==> config.mk <==
export PLATFORM = sky130hd
export DESIGN_NAME = la_top
export DESIGN_NICKNAME = d
export VERILOG_FILES = /design/src/la_capture_pkg.sv /design/src/la_reg_pkg.sv /design/src/la_config_if.sv /design/src/la_top.sv /design/src/la_sample_packer.sv /design/src/la_capture_ctrl.sv /design/src/la_channel_select.sv /design/src/la_trigger_select.sv /design/src/la_register_file.sv
export VERILOG_INCLUDE_DIRS = /design/src /design/src/src
export SDC_FILE = /design/constraint.sdc
export NUM_CORES = 1
export LEC_CHECK = 0
export BUFFER_PORTS_ARGS = -buffer_cell sky130_fd_sc_hd__buf_4
export CAP_MARGIN = 10
export CORE_MARGIN = 2
export CORE_UTILIZATION = 60
export CTS_BUF_LIST = sky130_fd_sc_hd__clkbuf_16
export DETAILED_ROUTE_END_ITERATION = 10
export PLACE_DENSITY = 0.92
export SKIP_LAST_GASP = 1
export SYNTH_ARGS = -nofsm -noshare
export SYNTH_HDL_FRONTEND = slang
export SYNTH_SLANG_ARGS = --single-unit
==> constraint.sdc <==
create_clock -name observer_clk -period 7.6 [get_ports observer_clk]
set_input_delay 1.52 -clock observer_clk [delete_from_list [all_inputs] [get_ports observer_clk]]
set_output_delay 1.52 -clock observer_clk [all_outputs]
set_load 0.01 [all_outputs]
==> src/la_defines.svh <==
`ifndef LA_DEFINES_SVH
`define LA_DEFINES_SVH

// Probe channels per sample
`define LA_CHANNELS 9

// Register map
`define LA_ADDR_CAPTURE_GROUP   8'd0
`define LA_ADDR_STATUS          8'd1
`define LA_ADDR_TRIGGER_SOURCE  8'd3
`define LA_ADDR_CAPTURE_DEPTH   8'd5
`define LA_ADDR_MANUAL_CAPTURE  8'd6
`define LA_ADDR_ARM             8'd7
`define LA_ADDR_DOWNSAMPLE      8'd8

// Capture group codes with 4 to 7 giving the fixed pattern
`define LA_GROUP_PINS    3'd0
`define LA_GROUP_USERIO  3'd1
`define LA_GROUP_DEBUG   3'd2
`define LA_GROUP_RAMP    3'd3

`define LA_TRIG_PIN_BIT       5  // io pin select
`define LA_TRIG_PIN_INV_BIT   3
`define LA_TRIG_USER_BIT      3  // user_io select when pin bit is clear
`define LA_TRIG_USER_INV_BIT  4

`define LA_ALT_PATTERN 9'b1_0101_0101
`endif
==> src/la_capture_pkg.sv <==
`default_nettype none

`include "la_defines.svh"

package la_capture_pkg;

   typedef logic [`LA_CHANNELS-1:0]   sample_t;
   typedef logic [2*`LA_CHANNELS-1:0] fifo_word_t;  // Older sample on top

   typedef logic [31:0] depth_t;       // Samples per capture
   typedef logic [15:0] downsample_t;  // Divider reload

   typedef enum logic {
      CAP_IDLE,
      CAP_RUN
   } capture_state_t;

endpackage

`default_nettype wire

==> src/la_reg_pkg.sv <==
`default_nettype none

package la_reg_pkg;

   typedef logic [7:0] reg_addr_t;
   typedef logic [7:0] reg_data_t;

   // Byte lane of depth and downsample
   typedef logic [1:0] byte_sel_t;

   typedef logic [5:0] trigger_sel_t;  // See LA_TRIG_* fields
   typedef logic [2:0] group_sel_t;

endpackage

`default_nettype wire

==> src/la_config_if.sv <==
`timescale 1ns/1ns
`default_nettype none

interface la_config_if;

   // Settings from the register file
   la_reg_pkg::trigger_sel_t    trigger_sel;
   la_reg_pkg::group_sel_t      group_sel;
   la_capture_pkg::depth_t      depth;
   la_capture_pkg::downsample_t downsample;
   logic                        manual;
   logic                        arm;

   // Capture status
   logic                        capture_go;
   logic                        capturing;

   modport regs (output trigger_sel, group_sel, depth, downsample, manual, arm,
                 input  capture_go, capturing);
   modport ctrl (input  depth, downsample, arm,
                 output capture_go, capturing);
   modport trigger (input trigger_sel, manual);
   modport channel (input group_sel);

endinterface

`default_nettype wire

==> src/la_top.sv <==
`timescale 1ns/1ns
`default_nettype none

module la_top (
   input  wire                          observer_clk,
   input  wire                          reset,
   input  wire la_reg_pkg::reg_addr_t   reg_address,
   input  wire la_reg_pkg::byte_sel_t   reg_bytecnt,
   input  wire la_reg_pkg::reg_data_t   reg_datai,
   input  wire                          reg_read,
   input  wire                          reg_write,
   input  wire                          ext_trigger,
   input  wire  [3:0]                   io_pins,
   input  wire  [7:0]                   user_io,
   input  wire                          user_io_clk,
   input  wire la_capture_pkg::sample_t probe_pins,
   input  wire la_capture_pkg::sample_t debug_bus,
   output la_reg_pkg::reg_data_t        reg_datao,
   output logic                         capture_start,
   output logic                         capture_done,
   output logic                         fifo_wr,
   output la_capture_pkg::fifo_word_t   fifo_wr_data
);

   logic                    trigger_edge;
   logic                    sample_strobe;
   la_capture_pkg::sample_t sample;

   la_config_if cfg_if ();

   la_register_file la_register_file_i (.observer_clk, .reset, .reg_address, .reg_bytecnt,
      .reg_datai, .reg_read, .reg_write, .reg_datao, .cfg(cfg_if.regs));

   la_trigger_select la_trigger_select_i (.observer_clk, .reset, .ext_trigger, .io_pins,
      .user_io, .cfg(cfg_if.trigger), .trigger_edge);

   la_channel_select la_channel_select_i (.observer_clk, .reset, .probe_pins, .user_io,
      .user_io_clk, .debug_bus, .cfg(cfg_if.channel), .sample);

   la_capture_ctrl la_capture_ctrl_i (.observer_clk, .reset, .trigger_edge,
      .cfg(cfg_if.ctrl), .sample_strobe, .capture_start, .capture_done);

   // Packer restarts its pairing with each capture
   la_sample_packer la_sample_packer_i (.observer_clk, .reset,
      .capture_go(cfg_if.capture_go), .sample_strobe, .sample, .fifo_wr, .fifo_wr_data);

endmodule

`default_nettype wire

==> src/la_sample_packer.sv <==
`timescale 1ns/1ns
`default_nettype none

module la_sample_packer (
   input  wire                          observer_clk,
   input  wire                          reset,
   input  wire                          capture_go,
   input  wire                          sample_strobe,
   input  wire la_capture_pkg::sample_t sample,
   output logic                         fifo_wr,
   output la_capture_pkg::fifo_word_t   fifo_wr_data
);

   la_capture_pkg::sample_t older;
   la_capture_pkg::sample_t newer;
   logic                    pair_toggle;  // High after first sample of a pair

   always_ff @(posedge observer_clk) begin
      if (reset) begin
         pair_toggle <= 1'b0;
         fifo_wr     <= 1'b0;
      end else begin
         fifo_wr <= 1'b0;
         if (capture_go) begin
            pair_toggle <= 1'b0;
         end else if (sample_strobe) begin
            pair_toggle <= ~pair_toggle;
            fifo_wr     <= pair_toggle;
         end
      end
   end

   // Two-deep shift per channel
   always_ff @(posedge observer_clk) begin
      if (sample_strobe) begin
         older <= newer;
         newer <= sample;
      end
   end

   assign fifo_wr_data = {older, newer};

   // Pairing relies on a launch never coinciding with a strobe
   a_go_strobe_apart: assert property (@(posedge observer_clk) disable iff (reset)
      !(capture_go && sample_strobe));

endmodule

`default_nettype wire

==> src/la_capture_ctrl.sv <==
`timescale 1ns/1ns
`default_nettype none

module la_capture_ctrl (
   input  wire       observer_clk,
   input  wire       reset,
   input  wire       trigger_edge,
   la_config_if.ctrl cfg,
   output logic      sample_strobe,
   output logic      capture_start,
   output logic      capture_done
);

   la_capture_pkg::capture_state_t state;
   la_capture_pkg::depth_t         sample_count;
   la_capture_pkg::downsample_t    div_count;
   logic                           capturing_q;

   // Launch only when armed and not already running
   assign cfg.capture_go = trigger_edge & cfg.arm & (state == la_capture_pkg::CAP_IDLE);
   assign cfg.capturing  = (state == la_capture_pkg::CAP_RUN);
   assign sample_strobe  = cfg.capturing & (div_count == cfg.downsample);

   always_ff @(posedge observer_clk) begin
      if (reset) begin
         state        <= la_capture_pkg::CAP_IDLE;
         sample_count <= '0;
         div_count    <= '0;
      end else if (cfg.capture_go) begin
         state        <= la_capture_pkg::CAP_RUN;
         sample_count <= '0;
         div_count    <= '0;  // Divider phase locked to the trigger
      end else if (cfg.capturing) begin
         if (sample_strobe) begin
            div_count    <= '0;
            sample_count <= sample_count + 1'b1;
            if (sample_count == cfg.depth - 1'b1)
               state <= la_capture_pkg::CAP_IDLE;  // Last sample taken
         end else begin
            div_count <= div_count + 1'b1;
         end
      end
   end

   always_ff @(posedge observer_clk) begin
      if (reset) begin
         capturing_q   <= 1'b0;
         capture_start <= 1'b0;
         capture_done  <= 1'b0;
      end else begin
         capturing_q   <= cfg.capturing;
         capture_start <= cfg.capturing & ~capturing_q;
         capture_done  <= ~cfg.capturing & capturing_q;
      end
   end

   // Strobes never run past the programmed depth
   a_within_depth: assert property (@(posedge observer_clk) disable iff (reset)
      sample_strobe |-> sample_count < cfg.depth);

endmodule

`default_nettype wire

==> src/la_channel_select.sv <==
`timescale 1ns/1ns
`default_nettype none

`include "la_defines.svh"

module la_channel_select (
   input  wire                          observer_clk,
   input  wire                          reset,
   input  wire la_capture_pkg::sample_t probe_pins,
   input  wire  [7:0]                   user_io,
   input  wire                          user_io_clk,
   input  wire la_capture_pkg::sample_t debug_bus,
   la_config_if.channel                 cfg,
   output la_capture_pkg::sample_t      sample
);

   la_capture_pkg::sample_t ramp;

   // Free-running test pattern
   always_ff @(posedge observer_clk) begin
      if (reset)
         ramp <= '0;
      else
         ramp <= ramp + 1'b1;
   end

   always_ff @(posedge observer_clk) begin
      case (cfg.group_sel)
         `LA_GROUP_PINS:   sample <= probe_pins;
         `LA_GROUP_USERIO: sample <= {user_io_clk, user_io};  // Clock on top
         `LA_GROUP_DEBUG:  sample <= debug_bus;
         `LA_GROUP_RAMP:   sample <= ramp;
         default:          sample <= `LA_ALT_PATTERN;
      endcase
   end

endmodule

`default_nettype wire

==> src/la_trigger_select.sv <==
`timescale 1ns/1ns
`default_nettype none

`include "la_defines.svh"

module la_trigger_select (
   input  wire        observer_clk,
   input  wire        reset,
   input  wire        ext_trigger,
   input  wire  [3:0] io_pins,
   input  wire  [7:0] user_io,
   la_config_if.trigger cfg,
   output logic       trigger_edge
);

   logic trig_src;
   logic trig_r1;
   logic trig_r2;

   always_comb begin
      trig_src = 1'b0;
      if (cfg.trigger_sel == '0)
         trig_src = ext_trigger;
      else if (cfg.trigger_sel[`LA_TRIG_PIN_BIT])
         trig_src = io_pins[cfg.trigger_sel[1:0]] ^ cfg.trigger_sel[`LA_TRIG_PIN_INV_BIT];
      else if (cfg.trigger_sel[`LA_TRIG_USER_BIT])
         trig_src = user_io[cfg.trigger_sel[2:0]] ^ cfg.trigger_sel[`LA_TRIG_USER_INV_BIT];
   end

   always_ff @(posedge observer_clk) begin
      if (reset) begin
         trig_r1      <= 1'b0;
         trig_r2      <= 1'b0;
         trigger_edge <= 1'b0;
      end else begin
         trig_r1      <= trig_src | cfg.manual;  // Manual forces a level
         trig_r2      <= trig_r1;
         trigger_edge <= trig_r1 & ~trig_r2;      // Rising edge only
      end
   end

endmodule

`default_nettype wire

==> src/la_register_file.sv <==
`timescale 1ns/1ns
`default_nettype none

`include "la_defines.svh"

module la_register_file (
   input  wire                        observer_clk,
   input  wire                        reset,
   input  wire la_reg_pkg::reg_addr_t reg_address,
   input  wire la_reg_pkg::byte_sel_t reg_bytecnt,
   input  wire la_reg_pkg::reg_data_t reg_datai,
   input  wire                        reg_read,
   input  wire                        reg_write,
   output la_reg_pkg::reg_data_t      reg_datao,
   la_config_if.regs                  cfg
);

   always_ff @(posedge observer_clk) begin
      if (reset) begin
         cfg.trigger_sel <= '0;  // ext_trigger
         cfg.group_sel   <= '0;
         cfg.depth       <= '0;
         cfg.downsample  <= '0;
         cfg.manual      <= 1'b0;
      end else if (reg_write) begin
         case (reg_address)
            `LA_ADDR_TRIGGER_SOURCE: cfg.trigger_sel <= reg_datai[5:0];
            `LA_ADDR_CAPTURE_GROUP:  cfg.group_sel <= reg_datai[2:0];
            `LA_ADDR_CAPTURE_DEPTH:  cfg.depth[reg_bytecnt*8 +: 8] <= reg_datai;
            `LA_ADDR_MANUAL_CAPTURE: cfg.manual <= reg_datai[0];
            `LA_ADDR_DOWNSAMPLE: begin
               if (!reg_bytecnt[1])  // Only two bytes wide
                  cfg.downsample[reg_bytecnt[0]*8 +: 8] <= reg_datai;
            end
            default: ;
         endcase
      end
   end

   // Arm drops as soon as a capture is launched
   always_ff @(posedge observer_clk) begin
      if (reset)
         cfg.arm <= 1'b0;
      else if (cfg.capture_go)
         cfg.arm <= 1'b0;
      else if (reg_write && reg_address == `LA_ADDR_ARM)
         cfg.arm <= reg_datai[0];
   end

   always_comb begin
      reg_datao = '0;
      if (reg_read) begin
         case (reg_address)
            `LA_ADDR_CAPTURE_GROUP:  reg_datao = {5'b0, cfg.group_sel};
            `LA_ADDR_STATUS:         reg_datao = {6'b0, cfg.arm, cfg.capturing};
            `LA_ADDR_TRIGGER_SOURCE: reg_datao = {2'b0, cfg.trigger_sel};
            `LA_ADDR_CAPTURE_DEPTH:  reg_datao = cfg.depth[reg_bytecnt*8 +: 8];
            `LA_ADDR_MANUAL_CAPTURE: reg_datao = {7'b0, cfg.manual};
            `LA_ADDR_ARM:            reg_datao = {7'b0, cfg.arm};
            `LA_ADDR_DOWNSAMPLE: begin
               if (!reg_bytecnt[1])
                  reg_datao = cfg.downsample[reg_bytecnt[0]*8 +: 8];
            end
            default: ;
         endcase
      end
   end

   // Arm falls on the same edge where capturing rises
   a_arm_cleared: assert property (@(posedge observer_clk) disable iff (reset)
      $rose(cfg.capturing) |-> $fell(cfg.arm));

endmodule

`default_nettype wire

Yosys cells after proc, flatten, opt, wreduce, memory -nomap -nowiden. Index checks and enable logic that the tools add are counted.

Bits in read-only memories: 0. Output and inout bits: 29. Word-level logic and storage cells: 91. Memories kept: 0. Bits in latches: 0. RAM bits: 0. Input port bits: 54. Flip-flop bits (word level): 152.

Reductions and logical operators: 12. Bitwise logic cells: 15. Magnitude comparators: 2. Multiply operators: 0. Shifts and indexed selects: 6. Equal/unequal tests: 11. Add/sub/neg operators: 6. Divide/modulo/power cells: 0. Multiplexer cells: 18.

Operators by type and width (number): case mux 8 bit (7 select lines) (1); case mux 9 bit (4 select lines) (1); negation 4 -> 34 bit (1); negation 5 -> 34 bit (1); variable shift 8 x 34 -> 16 bit, first input constant (1); variable shift 8 x 34 -> 32 bit, first input constant (1); indexed part select 8 x 34 -> 16 bit (1); indexed part select 8 x 34 -> 32 bit (1); adder 32 x 1 -> 32 bit, second input constant (1); bitwise mux 32 bit (1); == test 32 bit (1); indexed part select 32 x 6 -> 8 bit (1); subtractor 32 x 1 -> 32 bit, second input constant (1); == test 8 x 3 -> 1 bit, second input constant (3); adder 16 x 1 -> 16 bit, second input constant (1); bitwise mux 16 bit (1); == test 16 bit (1); two-way mux 16 bit (1); two-way mux 8 bit (2); indexed part select 16 x 5 -> 8 bit (1); AND reduction 2 bit (5); adder 9 x 1 -> 9 bit, second input constant (1); two-way mux 1 bit (9); == test 8 x 1 -> 1 bit, second input constant (1); 19 further kinds (31).

Logic depth before layout (Yosys ltp). Gate-level depths: netlist of the first run.

Depth in word-level cells: 7. Depth in mapped cells: 11. Mapped depth without buffers: 10.

Modules after synthesis. Synthesis of the first run repeated with hierarchy kept, for this count alone.

Cell total of the unflattened synthesis: 927. Area total of the unflattened synthesis: 8219.1 µm².

Modules (own cells, without submodules): la_capture_ctrl (area each 3579.7 µm², instances 1, cells each 461); la_register_file (area each 2955.3 µm², instances 1, cells each 351); la_channel_select (area each 812.0 µm², instances 1, cells each 67); la_sample_packer (area each 608.1 µm², instances 1, cells each 24); la_trigger_select (area each 264.0 µm², instances 1, cells each 24).

Worst setup path before layout of the first run. No wires, ideal clock.

Kind: input -> output. Start point: in reg_address[5]. End point: out reg_datao[0]. Arrival time: 3.253 ns. Setup slack: 2.827 ns. Cell stages on the path: 9. Required time: 6.080 ns. Path through: nor4_1 nor2b_1 nand2b_1 nor2_1 clkbuf_1 o21ai_0 o21ai_0 a221oi_1 nor2_1.

Word-level cells in the longest chain between the ends: 3. Elaborated cells on any way between the ends: 9. Classes of those cells: eq/ne: 6; mux: 2; reduce/logical: 1.

Ends and longest elaborated chain: start, declared (RTL line la_top.sv:7) `input wire la_reg_pkg::reg_addr_t reg_address,`; == test 8 x 4 -> 1 bit, or another cell as far along (RTL line la_register_file.sv:53) `case (reg_address)`; case mux 8 bit (7 select lines) * (RTL line la_register_file.sv:53); two-way mux 8 bit * (RTL line la_register_file.sv:52) `if (reg_read) begin`; end, declared (RTL line la_top.sv:18) `output la_reg_pkg::reg_data_t reg_datao,`.

Every way passes the cells marked *; elsewhere a longest branch is shown, timed or not.

Worst setup path in the final report of the first run. Same ends and word-level chain as after synthesis.

==> out/metrics.yaml, run 1 <==
hold_ws_ps: 403
endpoint_kind: "output port"
dr.pass1.iters: 5
status: "finished clean"
fin_setup_tns_ps: 0
layout-drive-gt1-share: 0.160
synth_cells: 925
grt_use_total: 0.305
max-slew-margin-rel: 0.301
post_cts_buffers: 0
htreeDepth: 4
grt_pass1_wl_um: 34500
cts_resized: 0
grt_antenna_before_repair: 0
gp_congestion: 0.937
fp.coreArea_um2: 13200
synth_xor_area_frac: 0.0973
vdd_drop_max_mv: 0.195
start_kind: "input pin"
slew_violations: 0
clkTransAtPathRegs_ps: 60
grt_max_degree: 76
rows: 42
wl_um: 21700
ant_nets: 0
numCtsBuffers: 17
io_buffers: 82
drc_errors: 0
postCtsHoldBufs: 0
area_growth_pct: 14.4
place_ws_ps: 2110
insertion_delay_ps: 430
die_area_um2: 14500
die_y_um: 120
synth.avg_cell_area_um2: 8.76
muxShareOfSynthArea: 0.0935
critical_path_class: "in2out"
final_cell_mix: "dfxtp_1, nand2_1, nor2_1"
drt_iter0_markers: 814
timing.fmax_mhz: 175
p_leak_nw: 3.30
crit_path_max_fanout: 14
period_needed_ps: 5700
met1_usage: 0.394
layout_commonest_cell: "dfxtp_1"
rsz0062_at_grt: "no"
busiest_layer: "met2"
synth-simple-area-share: 0.262
synth-seq-area-share: 0.398
post_synth_fa_ha_maj_area_fraction: 0.0139
synth-edff-count: 18
globalRouteMet3Util: 0.0759
hold_viol: 0
arrival_ps: 4180
grt_util_met2: 0.486
synth-main-ff-cell: "dfxtp_1"
syn-num-nets: 988
start_util: 0.612
synth_cell_types: 66
min_path_type: "reg2reg"
grt_pass1_vias: 6845
ios: 83
chipWidth_um: 120
synth_compound_area_frac: 0.102
clock_path_buffers: 2
fin_skew_ps: 6.69
worst_pin_slew_ps: 1040
power_mw: 1.66
synth_area_um2: 8110
p_per_area_nw_per_um2: 179
gr-total-overflow: 0
async_flop_share: 0
synth-warning-count: 0
cap_violations: 0
antenna_cells: 0
cts.sinks: 152
finalCritPeriodShare: 0.750
synth_top_family_by_area: "simple AND/OR/NAND/NOR gates"
vias: 7317
cts_tree: "done"
ys_ff_latch: 152
detailed_place_hpwl_um: 15100
worstPathRequired_ps: 6080
fin_ws_ps: 1900
fillers: 964
cts_root_buffer: "clkbuf_16"
finalSetupViolCount: 0
nets: 1037
wire_per_inst_um: 18.6
via_per_inst: 6.29
final timing paths:
path         slack [ps]                       startpoint  cells after the start                               to
max                1900                   reg_address[5]                     10                     reg_datao[0]
min                 400    la_channel_select_i.sample[2]                      0      la_sample_packer_i.newer[2]
max reg2reg        4510  la_register_file_i.cfg.depth[0]                     10  la_capture_ctrl_i.cfg.capturing
min reg2reg         400    la_channel_select_i.sample[2]                      0      la_sample_packer_i.newer[2]
layout make-up:
| type | count | area, µm² | area share |
|---|---|---|---|
| clock buffers | 18 | 450 | 0.0486 |
| clock inverters | 14 | 82.6 | 0.00890 |
| inverters | 19 | 71.3 | 0.00769 |
| multi-input cells | 702 | 4610 | 0.497 |
| flip-flops and latches | 152 | 3220 | 0.348 |
| well taps | 176 | 220 | 0.0237 |
| repair buffers | 82 | 616 | 0.0664 |
metal layers:
layer	share of wire	vias up	wire length, µm
met5	0	-	0
met4	0.039	0	851
met3	0.091	79	1970
met2	0.47	413	10200
met1	0.40	3440	8710
li1	-	3385	-
metrics by stage:
stage / cells / cell area [µm²] / utilization
floorplan: 925 / 8110 / -
global placement: 1131 / 8740 / 0.660
detailed placement: 1131 / 8740 / 0.660
CTS: 1163 / 9270 / 0.700
global route: 1163 / 9270 / 0.700
finish: 1163 / 9270 / 0.700
sequential cells by signal, summed over array words and instances (netlist names):
name,count
la_capture_ctrl_i.sample_count,32
la_register_file_i.cfg.depth,32
la_capture_ctrl_i.div_count,16
la_register_file_i.cfg.downsample,16
la_channel_select_i.ramp,9
la_channel_select_i.sample,9
la_sample_packer_i.newer,9
la_sample_packer_i.older,9
la_register_file_i.cfg.trigger_sel,6
la_register_file_i.cfg.group_sel,3
la_capture_ctrl_i.capture_done,1
la_capture_ctrl_i.capture_start,1
la_capture_ctrl_i.capturing_q,1
la_capture_ctrl_i.cfg.capturing,1
la_register_file_i.cfg.arm,1
la_register_file_i.cfg.manual,1
la_sample_packer_i.fifo_wr,1
la_sample_packer_i.pair_toggle,1
la_trigger_select_i.trig_r1,1
la_trigger_select_i.trig_r2,1
la_trigger_select_i.trigger_edge,1
synth_stat cells (4+ instances only):
cell	number	share of area
dfxtp_1	134	0.33
nand2_1	100	0.046
nor2_1	85	0.039
nand3_1	76	0.047
a21oi_1	74	0.046
xnor2_1	59	0.064
clkbuf_1	46	0.021
xor2_1	31	0.033
mux2i_1	24	0.030
o21ai_0	23	0.014
or3_1	21	0.016
inv_1	19	0.0088
mux4_2	19	0.053
nand4_1	19	0.015
edfxtp_1	18	0.067
nor2b_1	16	0.012
nor3_1	16	0.0099
or2_2	12	0.0093
and3_1	11	0.0085
ha_1	9	0.014
nor4_1	9	0.0069
mux2_2	8	0.011
nor3b_1	7	0.0065
nand2b_1	6	0.0046
o31ai_1	6	0.0056
a221oi_1	5	0.0054
a22oi_1	4	0.0037
a31oi_1	4	0.0031
and4_1	4	0.0043
buf_1	4	0.0019
o211ai_1	4	0.0037
report_power, final:
group          total [mW]  switching [mW]  leakage, nW  internal, mW
combinational      0.0731          0.0413         1.79        0.0318
clock               0.769           0.339        0.264         0.431
sequential          0.818         0.00284         1.25         0.816
cells by family (layout without fill, tap and decap cells):
logic type      Yosys count  count (layout)
simple gates            412             412
flops                   152             152
buf+inv                  71             133
fa+ha+maj                 9               9
mux                      51              51
compound gates          140             140
xor+xnor                 90              90
critical path: stages:
cell and delay, ps:
buf_4 100, nor4_1 660, nor2b_1 310, nand2b_1 200
nor2_1 700, o21ai_0 180, o21ai_0 130, a221oi_1 110
nor2_1 110, buf_4 130
No activity file was read; power rests on OpenSTA's default activity.
==> run 2, diff against run 1 <==
--- a/config.mk
+++ b/config.mk
@@ -9,10 +9,10 @@
 export BUFFER_PORTS_ARGS = -buffer_cell sky130_fd_sc_hd__buf_4
 export CAP_MARGIN = 10
 export CORE_MARGIN = 2
-export CORE_UTILIZATION = 60
+export CORE_UTILIZATION = 59
 export CTS_BUF_LIST = sky130_fd_sc_hd__clkbuf_16
 export DETAILED_ROUTE_END_ITERATION = 10
-export PLACE_DENSITY = 0.92
+export PLACE_DENSITY = 0.91
 export SKIP_LAST_GASP = 1
 export SYNTH_ARGS = -nofsm -noshare
 export SYNTH_HDL_FRONTEND = slang
==> constraint.sdc (replaced) <==
create_clock -name observer_clk -period 5.8 [get_ports observer_clk]
set_input_delay 1.16 -clock observer_clk [delete_from_list [all_inputs] [get_ports observer_clk]]
set_output_delay 1.16 -clock observer_clk [all_outputs]
set_load 0.01 [all_outputs]
==> run 2 against run 1 <==
  * Clock skew increased by 4.1 ps
  * Cell count unchanged
  * Routed wire length increased by 1.1%
  * Register-to-register slack got worse by 1900 ps
  * Sequential share of layout area decreased by 0.061 points
  * Global-route usage increased by 0.17 points
  * Count of clock-buffer cells in the layout decreased by 1
  * Clock power increased by 35%
==> out/metrics.yaml, run 2 (synthesis results as in run 1) <==
crit_path_max_fanout: 14
cts.sinks: 152
vias: 7346
clock_path_buffers: 2
worst_pin_slew_ps: 1090
start_kind: "input pin"
timing.fmax_mhz: 204
antenna_cells: 0
status: "finished clean"
die_area_um2: 14700
fin_setup_tns_ps: 0
layout_commonest_cell: "dfxtp_1"
top_regs: "la_capture_ctrl_i.sample_count x32, la_register_file_i.cfg.depth x32"
worstPathRequired_ps: 4640
chipWidth_um: 121
start_util: 0.607
ios: 83
nets: 1037
gp_congestion: 0.962
p_leak_nw: 3.31
whs_path_depth: 1
hold_viol: 0
rrSetupSlack_ps: 2620
rows: 42
arrival_ps: 3750
die_y_um: 121
grt_pass1_wl_um: 35100
grt_max_degree: 76
postCtsHoldBufs: 0
area_growth_pct: 14.6
multi_input_comb_area_um2: 4610
seq_area_um2: 3220
wire_per_inst_um: 18.9
fillers: 990
via_per_inst: 6.32
critical_path_class: "in2out"
dr.pass1.iters: 7
cap_violations: 0
p_per_area_nw_per_um2: 238
gr-total-overflow: 0
min_path_type: "reg2reg"
fp.coreArea_um2: 13300
holdPathEnd: "la_trigger_select_i.trigger_edge"
clkTransAtPathRegs_ps: 60
min_from: "la_trigger_select_i.trig_r2"
layout-drive-gt1-share: 0.162
hold_ws_ps: 377
post_cts_buffers: 0
grt_use_total: 0.307
final_util: 0.696
cts_root_buffer: "clkbuf_16"
finalSetupViolCount: 0
slew_violations: 0
insertion_delay_ps: 440
finalCritPeriodShare: 0.847
rsz0062_at_grt: "no"
max-slew-margin-rel: 0.267
fin_skew_ps: 10.8
drc_errors: 0
rr_startpoint: "la_register_file_i.cfg.depth[0]"
detailed_place_hpwl_um: 15200
endpoint_kind: "output port"
htreeDepth: 4
grt_pass1_vias: 6895
ant_nets: 0
period_needed_ps: 4910
drt_iter0_markers: 841
cts_resized: 0
io_buffers: 82
numCtsBuffers: 17
vdd_drop_max_mv: 0.253
final_cell_mix: "dfxtp_1, nand2_1, nor2_1"
cts_tree: "done"
reg2reg_depth: 10
wl_um: 21900
grt_antenna_before_repair: 0
r2r-end: "la_capture_ctrl_i.cfg.capturing"
run 2: cell count changes in the layout (fill, tap and decap cells not counted):
| cell | change |
|---|---|
| inv_6 | +3 |
| bufinv_16 | +1 |
| clkbuf_16 | -1 |
| clkinv_1 | -1 |
| clkinvlp_4 | -1 |
| inv_1 | -1 |
run 2: per-layer routing:
layer	wire length [µm]	vias to the layer above	track usage
li1	-	3390	-
met1	9000	3487	0.399
met2	10200	384	0.477
met3	1890	85	0.0789
met4	829	0	0.152
met5	0	-	0
run 2: power breakdown:
group	switching [mW]	internal (mW)	leakage (nW)	total, mW
clock	0.454	0.589	0.273	1.04
combinational	0.0550	0.0417	1.79	0.0967
sequential	0.00375	1.07	1.25	1.07
total	0.513	1.70	3.31	2.21
run 2: cell type report:
| class | instances | area share |
|---|---|---|
| multi-input combinational | 702 | 0.496 |
| sequential | 152 | 0.347 |
| timing repair buffer | 82 | 0.0663 |
| clock buffer | 17 | 0.0458 |
| tap | 176 | 0.0237 |
| clock inverter | 15 | 0.0133 |
| inverter | 19 | 0.00768 |
run 2: worst max-delay path by stage:
stage	depth (start not counted)	startpoint	slack (ps)	to
final	10	reg_address[5]	890	reg_datao[0]
after global routing	10	reg_address[5]	490	reg_datao[0]
after CTS	10	reg_address[5]	930	reg_datao[0]
after detailed placement	10	reg_address[5]	1060	reg_datao[0]
after global placement	10	reg_address[5]	1150	reg_datao[0]
after floorplan	9	reg_address[5]	1750	reg_datao[0]
run 2: stage by stage:
step,worst slack (ps),total power [mW],cells,cell area [µm²]
4_1_cts,926,2.21,1163,9290
5_1_grt,489,2.27,1163,9290
2_1_floorplan,1750,1.14,925,8110
3_5_place_dp,1060,1.19,1131,8740
3_3_place_gp,1150,1.18,1131,8740
6_report,886,2.21,1163,9290
run 2: critical path, stage by stage:
cell      delay (ps)
buf_4            110
nor4_1           660
nor2b_1          310
nand2b_1         180
nor2_1           680
o21ai_0          170
o21ai_0          120
a221oi_1         110
nor2_1           120
buf_4            130
==> run 3, diff against run 2 <==
--- a/config.mk
+++ b/config.mk
@@ -6,13 +6,14 @@
 export SDC_FILE = /design/constraint.sdc
 export NUM_CORES = 1
 export LEC_CHECK = 0
+export ABC_AREA = 1
 export BUFFER_PORTS_ARGS = -buffer_cell sky130_fd_sc_hd__buf_4
 export CAP_MARGIN = 10
 export CORE_MARGIN = 2
-export CORE_UTILIZATION = 59
+export CORE_UTILIZATION = 54
 export CTS_BUF_LIST = sky130_fd_sc_hd__clkbuf_16
 export DETAILED_ROUTE_END_ITERATION = 10
-export PLACE_DENSITY = 0.91
+export PLACE_DENSITY = 0.87
 export SKIP_LAST_GASP = 1
 export SYNTH_ARGS = -nofsm -noshare
 export SYNTH_HDL_FRONTEND = slang
==> constraint.sdc (replaced) <==
create_clock -name observer_clk -period 4.29 [get_ports observer_clk]
set_input_delay 0.858 -clock observer_clk [delete_from_list [all_inputs] [get_ports observer_clk]]
set_output_delay 0.858 -clock observer_clk [all_outputs]
set_load 0.01 [all_outputs]
==> run 3 against run 2 <==
  * Non-clock buffer count increased by 3
  * Via count is 25% higher
  * Cell count increased by 37%
  * Die area is 19% higher
  * Sequential power increased by 36%
  * Combinational power is 75% higher
  * Synthesized cell count rose by 41%
  * First-iteration DRC count is 26% higher
  * Critical path type unchanged
  * Routed wire length rose by 19%
  * Design area rose by 9.7%
  * Count of clock-buffer cells in the layout is 1 higher
==> out/metrics.yaml, run 3 <==
clkTransAtPathRegs_ps: 70
worst_pin_slew_ps: 1130
synth_area_leader_cell: "dfxtp_1"
synth.most_common_cell: "nand2_1"
numCtsBuffers: 17
grt_use_total: 0.296
ios: 83
p_per_area_nw_per_um2: 303
synth-seq-area-share: 0.362
critical_path_class: "in2out"
insertion_delay_ps: 430
layout-drive-gt1-share: 0.111
start_util: 0.556
grt_pass1_vias: 8294
fp.coreArea_um2: 16000
fillers: 1462
via_per_inst: 5.73
vias: 9151
p_leak_nw: 4.26
critPathMaxStageDelay_ps: 390
start_kind: "input pin"
syn-num-nets: 1370
seq_area_um2: 3220
cts_resized: 0
synth.area.top_cells: "dfxtp_1, nand2_1, inv_1"
p_sw_frac: 0.242
finalSetupViolCount: 0
wl_um: 26100
slew_violations: 0
dr.pass1.iters: 7
multi_input_comb_area_um2: 4880
arrival_ps: 2550
min_path_type: "reg2reg"
synth_top_area_share: 0.302
whs_path_depth: 1
grt_pass1_wl_um: 42000
nets: 1431
io_buffers: 82
drc_errors: 0
power_mw: 3.09
synth-edff-count: 18
detailed_place_hpwl_um: 19600
status: "finished clean"
holdPathEnd: "la_trigger_select_i.trigger_edge"
r2r-end: "la_capture_ctrl_i.cfg.capturing"
combinationalPowerShare: 0.055
critical-path-top-delay-family: "buffers and inverters"
synth_cell_types: 52
period_needed_ps: 3400
synth-main-ff-cell: "dfxtp_1"
antenna_cells: 0
die_y_um: 132
post_cts_buffers: 0
gp_congestion: 0.956
async_flop_share: 0
cts.sinks: 152
rows: 46
grt_max_degree: 55
synth-warning-count: 0
p_clk_frac: 0.476
synth_area_um2: 8890
seq_power_share: 0.469
layout_commonest_cell: "nand2_1"
wire_per_inst_um: 16.3
synth.avg_cell_area_um2: 6.81
ys_top_cells_by_count: "nand2_1, inv_1, nor2_1, dfxtp_1, a21oi_1"
cts_root_buffer: "clkbuf_16"
ys_ff_latch: 152
gr-total-overflow: 0
ant_nets: 0
final_cell_mix: "nand2_1, inv_1, nor2_1"
rsz0062_at_grt: "no"
max-slew-margin-rel: 0.244
reg2reg_depth: 13
endpoint_kind: "output port"
postCtsHoldBufs: 0
fin_setup_tns_ps: 0
worstPathRequired_ps: 3430
clock_path_buffers: 2
rrSetupSlack_ps: 1520
crit_path_max_fanout: 54
cp.buffers_inverters: 5
grt_antenna_before_repair: 0
vdd_drop_max_mv: 0.303
chipWidth_um: 132
htreeDepth: 4
p_switching_mw: 0.746
internal_power_mw: 2.34
finalCritPeriodShare: 0.793
crit_slowest_cell: "buf_4"
final_util: 0.637
cts_tree: "done"
top_regs: "la_capture_ctrl_i.sample_count x32, la_register_file_i.cfg.depth x32"
timing.fmax_mhz: 294
synth_cells: 1307
rr_startpoint: "la_capture_ctrl_i.cfg.capturing"
min_from: "la_trigger_select_i.trig_r2"
fin_skew_ps: 10.9
die_area_um2: 17500
drt_iter0_markers: 1063
cap_violations: 0
worstPathCellList: "buf_4 > inv_1 > buf_4 > a21oi_1 > o21ai_0 > nand2_1 > nand2_1 > o221ai_1 > nand2_1 > inv_1 > buf_4"
area_growth_pct: 14.6
hold_viol: 0
-- run 3: changes by cell type after synthesis, sizes merged, moves of 30 or more --
cell   before  now
nand2     100  301
inv        19  158
nor2       87  158
o21ai      23   88
xnor2      59   21
a21oi      74  111
nor3       19   49
-- run 3: cell families after synthesis --
family	synth area share
buffers and inverters	0.0889
adders and majority gates	0.0127
and+or+nand+nor	0.304
xor gates and xnor gates	0.0656
DFF	0.362
AOI/OAI and AO/OA	0.167
-- run 3: worst max path at each step --
stage,startpoint,to,cells after the start
2_1_floorplan,reg_bytecnt[0],reg_datao[6],7
3_3_place_gp,reg_bytecnt[0],reg_datao[5],11
3_5_place_dp,reg_bytecnt[0],reg_datao[3],11
4_1_cts,reg_bytecnt[0],reg_datao[3],11
5_1_grt,reg_bytecnt[0],reg_datao[4],11
6_report,reg_bytecnt[0],reg_datao[4],11
-- run 3: stage by stage --
| stage | setup slack [ps] | cell area (µm²) | hold slack [ps] | std cells |
|---|---|---|---|---|
| CTS | 933 | 10200 | 397 | 1596 |
| global route | 653 | 10200 | 399 | 1596 |
| detailed placement | 938 | 9620 | 382 | 1565 |
| floorplan | 1390 | 8890 | 373 | 1307 |
| finish | 887 | 10200 | 390 | 1596 |
| global placement | 992 | 9620 | 378 | 1565 |
-- run 3: cell type report --
class,instances,area share
Multi-Input combinational cell,950,0.479
Tap cell,216,0.0265
Timing Repair Buffer,85,0.0626
Inverter,162,0.0597
Clock inverter,13,0.0117
Clock buffer,18,0.0442
Sequential cell,152,0.316
-- run 3: metal layers --
| metal | GRT usage | part of all wire |
|---|---|---|
| met5 | 0 | 0 |
| met4 | 0.0992 | 0.024 |
| met3 | 0.0511 | 0.084 |
| met2 | 0.487 | 0.46 |
| met1 | 0.394 | 0.43 |
-- run 3: power by group through the flow --
stage,registers [mW],logic (mW),clock network [mW]
floorplan,1.48,0.0882,0
global placement,1.48,0.159,0
detailed placement,1.48,0.162,0
CTS,1.45,0.164,1.46
global route,1.45,0.183,1.52
finish,1.45,0.169,1.47
-- run 3: worst register-to-register path: cells and delay by family (launching register included) --
kind / cells / cell delay, ps
AO/OA/AOI/OAI: 1 / 160
buffers and inverters: 1 / 180
flip-flops: 1 / 500
AND/OR/NAND/NOR: 11 / 1830
